==> config.mk <==
export PLATFORM = sky130hd
export DESIGN_NAME = icache_lookup
export DESIGN_NICKNAME = d
export VERILOG_FILES = /design/src/rtl/icache_pkg.sv /design/src/rtl/icache_data_stage.sv /design/src/rtl/icache_init_ctrl.sv /design/src/rtl/icache_lookup.sv /design/src/rtl/icache_sram.sv /design/src/rtl/icache_tag_stage.sv
export SDC_FILE = /design/constraint.sdc
export NUM_CORES = 2
export LEC_CHECK = 0
export BUFFER_PORTS_ARGS = -buffer_cell sky130_fd_sc_hd__buf_4
export CORE_MARGIN = 2
export CORE_UTILIZATION = 39
export DETAILED_ROUTE_END_ITERATION = 8
export PLACE_DENSITY = 0.68
export SLEW_MARGIN = 20
export SYNTH_ARGS = -nofsm -noshare
export SYNTH_HDL_FRONTEND = slang
export SYNTH_SLANG_ARGS = --single-unit
==> constraint.sdc <==
create_clock -name clk_i -period 6.65 [get_ports clk_i]
set_input_delay 0.3325 -clock clk_i [delete_from_list [all_inputs] [get_ports clk_i]]
set_output_delay 0.3325 -clock clk_i [all_outputs]
set_load 0.05 [all_outputs]
==> src/rtl/icache_pkg.sv <==
// Geometry constants of the instruction cache lookup pipeline
// Packed types shared by the tag stage, the data stage and the top level

package icache_pkg;

    // --------------------------------------------------
    // Geometry
    // --------------------------------------------------
    localparam int unsigned FETCH_AW    = 32;
    localparam int unsigned ID_W        = 4;
    localparam int unsigned LINE_WIDTH  = 64;
    localparam int unsigned LINE_ALIGN  = 3;
    localparam int unsigned LINE_COUNT  = 16;
    localparam int unsigned COUNT_ALIGN = 4;
    localparam int unsigned SET_COUNT   = 2;
    localparam int unsigned SET_ALIGN   = 1;
    // Address bits left above the byte offset and the index
    localparam int unsigned TAG_WIDTH   = FETCH_AW - LINE_ALIGN - COUNT_ALIGN;

    // --------------------------------------------------
    // Types
    // --------------------------------------------------
    typedef logic [FETCH_AW-1:0]    addr_t;
    typedef logic [ID_W-1:0]        id_t;
    typedef logic [SET_ALIGN-1:0]   set_t;
    typedef logic [COUNT_ALIGN-1:0] index_t;
    typedef logic [TAG_WIDTH-1:0]   tag_t;
    typedef logic [LINE_WIDTH-1:0]  line_t;

    // One word of a tag memory
    typedef struct packed {
        logic valid;
        logic error;
        tag_t tag;
    } tag_entry_t;

    typedef struct packed {
        addr_t addr;
        id_t   id;
    } lookup_req_t;

    // Handed from the tag stage to the data stage
    typedef struct packed {
        addr_t addr;
        id_t   id;
        set_t  cset;
        logic  hit;
        logic  error;
    } tag_result_t;

    typedef struct packed {
        addr_t addr;
        id_t   id;
        set_t  cset;
        logic  hit;
        logic  error;
        line_t line;
    } lookup_rsp_t;

    typedef struct packed {
        index_t index;
        set_t   cset;
        tag_t   tag;
        line_t  line;
        logic   error;
    } refill_t;

endpackage

==> src/rtl/icache_data_stage.sv <==
// Data stage of the lookup pipeline: line memory port mux, response
// metadata register and a fall-through buffer for the read line

`timescale 1ns/1ps

module icache_data_stage (
    input  logic                     clk_i,
    input  logic                     rst_ni,
    input  icache_pkg::tag_result_t  tag_i,
    input  logic                     tag_valid_i,
    output logic                     tag_ready_o,
    input  icache_pkg::refill_t      refill_i,
    input  logic                     refill_valid_i,
    input  logic                     refill_ready_i,
    output logic                     data_write_o,
    output icache_pkg::lookup_rsp_t  rsp_o,
    output logic                     rsp_valid_o,
    input  logic                     rsp_ready_i
);

    import icache_pkg::*;

    logic                             tag_hs;
    logic [SET_ALIGN+COUNT_ALIGN-1:0] data_addr;
    logic                             data_en;
    line_t                            data_rdata;

    tag_result_t                      meta_q;
    logic                             valid_q;
    logic                             read_q;
    line_t                            line_q;
    line_t                            line;

    // The refill ready comes from the tag stage, which owns the decision
    assign data_write_o = refill_valid_i && refill_ready_i;
    assign tag_ready_o  = (!valid_q || rsp_ready_i) && !data_write_o;
    assign tag_hs       = tag_valid_i && tag_ready_o;

    // --------------------------------------------------
    // Line memory port mux
    // --------------------------------------------------
    always_comb begin
        data_addr = {tag_i.cset, tag_i.addr[LINE_ALIGN +: COUNT_ALIGN]};
        // Misses pass through without touching the memory
        data_en   = tag_hs && tag_i.hit;
        if (data_write_o) begin
            data_addr = {refill_i.cset, refill_i.index};
            data_en   = 1'b1;
        end
    end

    icache_sram #(
        .word_t    (line_t),
        .NUM_WORDS (SET_COUNT * LINE_COUNT)
    ) i_data (
        .clk_i   (clk_i),
        .rst_ni  (rst_ni),
        .req_i   (data_en),
        .we_i    (data_write_o),
        .addr_i  (data_addr),
        .wdata_i (refill_i.line),
        .rdata_o (data_rdata)
    );

    // --------------------------------------------------
    // Response registers
    // --------------------------------------------------
    always_ff @(posedge clk_i) begin
        if (tag_hs) begin
            meta_q <= tag_i;
        end
        // Keep the line only if the consumer did not take it straight away
        if (read_q && !rsp_ready_i) begin
            line_q <= data_rdata;
        end
    end

    always_ff @(posedge clk_i or negedge rst_ni) begin
        if (!rst_ni) begin
            valid_q <= 1'b0;
            read_q  <= 1'b0;
        end else begin
            read_q <= tag_hs && tag_i.hit;
            if (tag_hs) begin
                valid_q <= 1'b1;
            end else if (rsp_ready_i) begin
                valid_q <= 1'b0;
            end
        end
    end

    assign line        = read_q ? data_rdata : line_q;
    assign rsp_valid_o = valid_q;
    assign rsp_o       = '{addr: meta_q.addr, id: meta_q.id, cset: meta_q.cset,
                           hit: meta_q.hit, error: meta_q.error, line: line};

endmodule

==> src/rtl/icache_init_ctrl.sv <==
// Init sequencer that walks all tag indices after reset and after a flush

`timescale 1ns/1ps

module icache_init_ctrl (
    input  logic                clk_i,
    input  logic                rst_ni,
    input  logic                flush_valid_i,
    output logic                init_busy_o,
    output icache_pkg::index_t  init_index_o
);

    import icache_pkg::*;

    // One bit wider than the index so that LINE_COUNT itself marks "done"
    logic [COUNT_ALIGN:0] count_q;

    assign init_busy_o  = count_q != (COUNT_ALIGN + 1)'(LINE_COUNT);
    assign init_index_o = count_q[COUNT_ALIGN-1:0];

    // A flush only restarts the walk once the previous one has finished
    always_ff @(posedge clk_i or negedge rst_ni) begin
        if (!rst_ni) begin
            count_q <= '0;
        end else if (init_busy_o) begin
            count_q <= count_q + 1'b1;
        end else if (flush_valid_i) begin
            count_q <= '0;
        end
    end

endmodule

==> src/rtl/icache_lookup.sv <==
// Top level of the two-stage instruction cache lookup pipeline
// Connects the init sequencer, the tag stage and the data stage

`timescale 1ns/1ps

module icache_lookup (
    input  logic                     clk_i,
    input  logic                     rst_ni,
    input  logic                     flush_valid_i,
    input  icache_pkg::lookup_req_t  in_req_i,
    input  logic                     in_valid_i,
    output logic                     in_ready_o,
    output icache_pkg::lookup_rsp_t  out_rsp_o,
    output logic                     out_valid_o,
    input  logic                     out_ready_i,
    input  icache_pkg::refill_t      write_i,
    input  logic                     write_valid_i,
    output logic                     write_ready_o
);

    import icache_pkg::*;

    logic        init_busy;
    index_t      init_index;
    tag_result_t tag_result;
    logic        tag_valid;
    logic        tag_ready;
    logic        data_write;

    icache_init_ctrl i_init (
        .clk_i         (clk_i),
        .rst_ni        (rst_ni),
        .flush_valid_i (flush_valid_i),
        .init_busy_o   (init_busy),
        .init_index_o  (init_index)
    );

    icache_tag_stage i_tag_stage (
        .clk_i          (clk_i),
        .rst_ni         (rst_ni),
        .init_busy_i    (init_busy),
        .init_index_i   (init_index),
        .req_i          (in_req_i),
        .req_valid_i    (in_valid_i),
        .req_ready_o    (in_ready_o),
        .refill_i       (write_i),
        .refill_valid_i (write_valid_i),
        .refill_ready_o (write_ready_o),
        .data_write_i   (data_write),
        .result_o       (tag_result),
        .result_valid_o (tag_valid),
        .result_ready_i (tag_ready)
    );

    icache_data_stage i_data_stage (
        .clk_i          (clk_i),
        .rst_ni         (rst_ni),
        .tag_i          (tag_result),
        .tag_valid_i    (tag_valid),
        .tag_ready_o    (tag_ready),
        .refill_i       (write_i),
        .refill_valid_i (write_valid_i),
        .refill_ready_i (write_ready_o),
        .data_write_o   (data_write),
        .rsp_o          (out_rsp_o),
        .rsp_valid_o    (out_valid_o),
        .rsp_ready_i    (out_ready_i)
    );

endmodule

==> src/rtl/icache_sram.sv <==
// Single-port synchronous memory with one cycle of read latency
// The stored word is a type parameter, so tags and lines share this model

`timescale 1ns/1ps

module icache_sram #(
    parameter type         word_t    = logic,
    parameter int unsigned NUM_WORDS = 16
) (
    input  logic                         clk_i,
    input  logic                         rst_ni,
    input  logic                         req_i,
    input  logic                         we_i,
    input  logic [$clog2(NUM_WORDS)-1:0] addr_i,
    input  word_t                        wdata_i,
    output word_t                        rdata_o
);

    word_t mem_q [NUM_WORDS];

    // Array contents are defined only by writes
    always_ff @(posedge clk_i) begin
        if (req_i && we_i) begin
            mem_q[addr_i] <= wdata_i;
        end
    end

    // Read port, the output holds between reads and during writes
    always_ff @(posedge clk_i or negedge rst_ni) begin
        if (!rst_ni) begin
            rdata_o <= '0;
        end else if (req_i && !we_i) begin
            rdata_o <= mem_q[addr_i];
        end
    end

endmodule

==> src/rtl/icache_tag_stage.sv <==
// Tag stage of the lookup pipeline: tag memory port mux, per-set compare,
// request register and a fall-through buffer for the tag result

`timescale 1ns/1ps

module icache_tag_stage (
    input  logic                     clk_i,
    input  logic                     rst_ni,
    input  logic                     init_busy_i,
    input  icache_pkg::index_t       init_index_i,
    input  icache_pkg::lookup_req_t  req_i,
    input  logic                     req_valid_i,
    output logic                     req_ready_o,
    input  icache_pkg::refill_t      refill_i,
    input  logic                     refill_valid_i,
    output logic                     refill_ready_o,
    input  logic                     data_write_i,
    output icache_pkg::tag_result_t  result_o,
    output logic                     result_valid_o,
    input  logic                     result_ready_i
);

    import icache_pkg::*;

    // Set, hit and error, the part of a result that comes from the compare
    typedef struct packed {
        set_t cset;
        logic hit;
        logic error;
    } hit_info_t;

    logic                 req_hs;
    index_t               tag_addr;
    logic [SET_COUNT-1:0] tag_en;
    logic                 tag_we;
    tag_entry_t           tag_wdata;
    tag_entry_t           tag_rdata [SET_COUNT];

    lookup_req_t          req_q;
    logic                 read_q;
    logic                 valid_q;
    logic [SET_COUNT-1:0] line_hit;
    hit_info_t            fresh;
    hit_info_t            cur;
    hit_info_t            buf_d;
    hit_info_t            buf_q;
    index_t               cur_index;

    // Refills are taken whenever the init walk is not running
    assign refill_ready_o = !init_busy_i;
    assign req_ready_o    = !init_busy_i && !refill_valid_i && (!valid_q || result_ready_i);
    assign req_hs         = req_valid_i && req_ready_o;

    // --------------------------------------------------
    // Tag memory port mux
    // --------------------------------------------------
    always_comb begin
        tag_addr  = req_i.addr[LINE_ALIGN +: COUNT_ALIGN];
        tag_en    = '0;
        tag_we    = 1'b0;
        tag_wdata = '{valid: 1'b1, error: refill_i.error, tag: refill_i.tag};
        if (init_busy_i) begin
            tag_addr  = init_index_i;
            tag_en    = '1;
            tag_we    = 1'b1;
            tag_wdata = '0;
        end else if (refill_valid_i) begin
            tag_addr               = refill_i.index;
            tag_en[refill_i.cset]  = 1'b1;
            tag_we                 = 1'b1;
        end else if (req_hs) begin
            tag_en = '1;
        end
    end

    for (genvar s = 0; s < SET_COUNT; s++) begin : g_set
        icache_sram #(
            .word_t    (tag_entry_t),
            .NUM_WORDS (LINE_COUNT)
        ) i_tag (
            .clk_i   (clk_i),
            .rst_ni  (rst_ni),
            .req_i   (tag_en[s]),
            .we_i    (tag_we),
            .addr_i  (tag_addr),
            .wdata_i (tag_wdata),
            .rdata_o (tag_rdata[s])
        );
    end

    // --------------------------------------------------
    // Compare and set selection
    // --------------------------------------------------
    always_comb begin
        logic [SET_COUNT-1:0] err;
        fresh = '0;
        for (int s = 0; s < SET_COUNT; s++) begin
            line_hit[s] = tag_rdata[s].valid &&
                          tag_rdata[s].tag == req_q.addr[FETCH_AW-1 -: TAG_WIDTH];
            err[s]      = tag_rdata[s].error && line_hit[s];
        end
        // Walk downwards so the lowest hitting set is the one left standing
        for (int s = SET_COUNT - 1; s >= 0; s--) begin
            if (line_hit[s]) begin
                fresh.cset = set_t'(s);
            end
        end
        fresh.hit   = |line_hit;
        fresh.error = |err;
    end

    // --------------------------------------------------
    // Request register and result buffer
    // --------------------------------------------------
    always_ff @(posedge clk_i) begin
        if (req_hs) begin
            req_q <= req_i;
        end
    end

    always_ff @(posedge clk_i or negedge rst_ni) begin
        if (!rst_ni) begin
            read_q  <= 1'b0;
            valid_q <= 1'b0;
        end else begin
            read_q <= req_hs;
            if (req_hs) begin
                valid_q <= 1'b1;
            end else if (result_ready_i) begin
                valid_q <= 1'b0;
            end
        end
    end

    // Memory output right after a read, otherwise the buffered copy
    assign cur       = read_q ? fresh : buf_q;
    assign cur_index = req_q.addr[LINE_ALIGN +: COUNT_ALIGN];

    always_comb begin
        buf_d = buf_q;
        if (read_q && !result_ready_i) begin
            buf_d = fresh;
        end
        // A refill into the line this result points at makes the hit stale
        if (data_write_i && {cur.cset, cur_index} == {refill_i.cset, refill_i.index}) begin
            buf_d.hit = 1'b0;
        end
    end

    always_ff @(posedge clk_i) begin
        buf_q <= buf_d;
    end

    assign result_valid_o = valid_q;
    assign result_o       = '{addr: req_q.addr, id: req_q.id, cset: cur.cset,
                              hit: cur.hit, error: cur.error};

endmodule

==> flow_summary.yaml <==
worst_hold_path:
  hold_class: "in2async"
outcome:
  violations: "design-rule violations"
  status: "finished, violations left"
placement:
  port_buffers: 242
  post-place-cells: 10210
  finalWeightedCongestion: 0.813
  hpwlAfterDp_mm: 170
global_routing:
  globalRoute.totalOverflow: 0
  grt_first_pass_wirelength_mm: 460
  grt.total_usage_pct: 20.2
  grt_antenna_before_repair: 38
  largest_net_degree_at_the_start_of_global_routing: 147
  grtUsageMet2_pct: 32.5
  busiest_layer: "met2"
  first_global_vias: 64720
  grt_use_met1_pct: 28.0
  grt.met3_usage_pct: 4.01
floorplanning:
  chipHeight_microns: 555
  initial_utilization_pct: 39.1
  die_area_sq_mm: 0.307
  io_pins: 243
  rows: 202
  core_area_sq_mm: 0.302
  die-width_microns: 555
setup_path:
  critical_path_peak_fanout: 22
  critical_path_arrival_ns: 5.80
  critical_path.slowest_cell: "nor2_4"
  crit_path_start_kind: "register"
  cp.buffers_inverters: 1
  critPathCaptureType: "register"
  crit_type: "reg2reg"
  worstPathCellList: "xnor2_1 -> nand4_1 -> nor4_1 -> o2111ai_1 -> a21oi_4 -> nand2_1 -> nor2_4 -> buf_4"
  worst_ep_required_time_ns: 7.23
  timing.critical_path.slowest_cell_delay_ns: 1.01
  path_delay_family: "simple AND/OR/NAND/NOR gates"
cts:
  cts_sinks: 3181
  tritoncts_clock_tree: "built"
  post-cts-setup-buffers: 0
  tritoncts.num_buffers: 324
  clkSlewWorstSetupHoldPaths_ns: 0.06
  htree_levels: 5
  clock_insertion_delay_worst_skew_ns: 0.93
  number_of_buffers_on_the_longest_clock_path: 4
  cts.root.buffer_cell: "clkbuf_16"
yosys:
  ys_seq_elements: 3181
  syn-mean-instance-area_sq_um: 18.8
  synth-async-reset-ratio_pct: 3.99
  post_synth_inst_count: 6272
  yosys.area.top_type_share_pct: 77.6
  synthMostInstantiatedCell: "edfxtp_1"
  synth_area_sq_mm: 0.118
  synth-edff-count: 3053
  synth_flop_cell: "edfxtp_1"
  synthTopCellsByArea: "edfxtp_1, mux4_2, dfrtp_1, a221o_1, a222oi_1"
  yosysTopAreaCell: "edfxtp_1"
  yosysWarnings: 0
  synth_top_cells_by_count: "edfxtp_1, nand2_1, a221o_1, a222oi_1, clkbuf_1"
  post_synth_num_cell_types: 52
  synth_fp_nets: 6411
  seq_area_frac_synth_pct: 80.3
final_layout:
  area_growth_pct: 16.1
  fin_cells: 10923
  post_route_cells_drive_above_1_share_pct: 18.6
  final_net_count: 6809
timing:
  finalWorstPathRequiredPeriod_ns: 5.22
  worst-slew-pin-transition_ns: 1.17
  slew_headroom_pct: 21.9
  drv_slew: 0
  fin_worst_skew_ns: 0.0884
  final-setup-viol-count: 0
  setup_tns_ns: 0
  rsz0062_at_grt: "no"
  maximum_clock_frequency_mhz: 192
  worst_hold_slack_ns: 0.0493
  post-route-period-util_pct: 78.4
  finalHoldViolations: 0
route:
  post_drt_wl_per_cell_microns: 29.3
  antenna_left: 0
  drt_first_iter_violations: 9585
  wirelength_mm: 320
  via_per_inst: 6.02
  dr.pass1.iters: 9
  drc: 12
  num_vias: 65782
flow_run:
  timing.max_cap.violations: 0
power:
  worst_ir_drop_vdd_mv: 0.349
  report.power.total_mw: 48.2
  leakage_nw: 43.8
  pwr_dens_mw_per_mm2: 351
cells in the final DEF (no fill, tap or decap), types with 55 or more instances in the layout:
cell,count
mux2_2,69
nand2_1,661
a311oi_1,64
dlygate4sd3_1,109
a221oi_1,238
a222oi_1,256
o211ai_1,124
edfxtp_1,3053
clkbuf_16,326
nor2_4,60
nand3_1,195
clkbuf_1,66
buf_4,371
a31oi_1,128
a221o_1,256
clkinv_2,55
o21ai_0,119
mux4_2,216
dfrtp_1,126
where the power goes:
group	internal [mW]	switching (mW)	leakage, nW
logic	2.36	4.03	9.05
clock network	10.5	7.74	5.21
registers	23.2	0.390	29.5
flip-flops by register name, indices dropped and copies added (netlist names):
| signal | cells |
|---|---|
| i_data_stage.read_q | 1 |
| i_tag_stage.g_set.i_tag.rdata_o | 54 |
| i_tag_stage.read_q | 1 |
| i_tag_stage.g_set.i_tag.mem_q | 864 |
| i_init.count_q | 5 |
| i_tag_stage.result_o | 36 |
| i_data_stage.i_data.mem_q | 2048 |
| i_data_stage.line_q | 64 |
| i_data_stage.rsp_o | 39 |
| i_data_stage.rsp_valid_o | 1 |
| i_tag_stage.buf_q | 3 |
| i_data_stage.i_data.rdata_o | 64 |
| i_tag_stage.result_valid_o | 1 |
routing by layer:
| metal | share of wire [%] | vias up |
|---|---|---|
| met5 | 0.032 | - |
| met2 | 48 | 3969 |
| li1 | - | 27112 |
| met3 | 11 | 547 |
| met4 | 2.8 | 16 |
| met1 | 39 | 34138 |
what timing repair did:
action / 4_1_cts / 5_1_grt
resized for setup: 0 / 0
hold endpoints to repair: 2143 / 0
hold buffers: 110 / 0
worst min-delay path: cells and delay by family:
kind / cells / cell delay (ns)
buffers and inverters: 3 / 1.00
path summary, 6_finish.rpt:
check                                         start                                endpoint  slack (ns)  depth (start not counted)
setup / recovery           i_tag_stage.result_o[32]       i_data_stage.i_data.mem_q[27][28]        1.43                          8
hold / removal                               rst_ni         i_data_stage.i_data.rdata_o[53]        0.05                          3
setup reg to reg           i_tag_stage.result_o[32]       i_data_stage.i_data.mem_q[27][28]        1.43                          8
hold reg to reg             i_tag_stage.result_o[6]                  i_data_stage.rsp_o[70]        0.42                          0
max in group asynchronous                    rst_ni  i_tag_stage.g_set[0].i_tag.rdata_o[12]        5.48                          3
min in group clk_i                      write_i[91]        i_data_stage.i_data.mem_q[16][9]        0.07                          3
kinds of logic (layout without fill, tap and decap cells):
family / after synthesis / after routing / share of synthesized area [%]
buffers and inverters: 458 / 1124 / 1.72
flip-flops: 3181 / 3181 / 80.3
adder cells (fa/ha/maj): 2 / 2 / 0.0212
AND/OR/NAND/NOR: 998 / 998 / 3.55
AO/OA/AOI/OAI: 1288 / 1288 / 9.22
other: 0 / 7 / 0
multiplexers: 288 / 288 / 4.80
XOR/XNOR: 57 / 57 / 0.422
layout make-up:
class | count | area, sq um
inverter | 10 | 40.0
clock inverter | 181 | 2020
fill | 25027 | 165000
timing repair buffer | 520 | 4650
sequential | 3181 | 94900
tap | 3978 | 4980
antenna | 7 | 17.5
clock buffer | 413 | 8690
multi-input combinational | 2633 | 21900
per-stage QoR:
stage / setup WS (ns) / area, sq um / util [%]
floorplan: 1.21 / 118000 / -
global placement: 1.65 / 125000 / 41.4
detailed placement: 1.52 / 125000 / 41.5
CTS: 1.54 / 137000 / 45.4
global route: 1.29 / 137000 / 45.4
finish: 1.43 / 137000 / 45.4
Note: power is estimated with default switching activity, not from simulation.
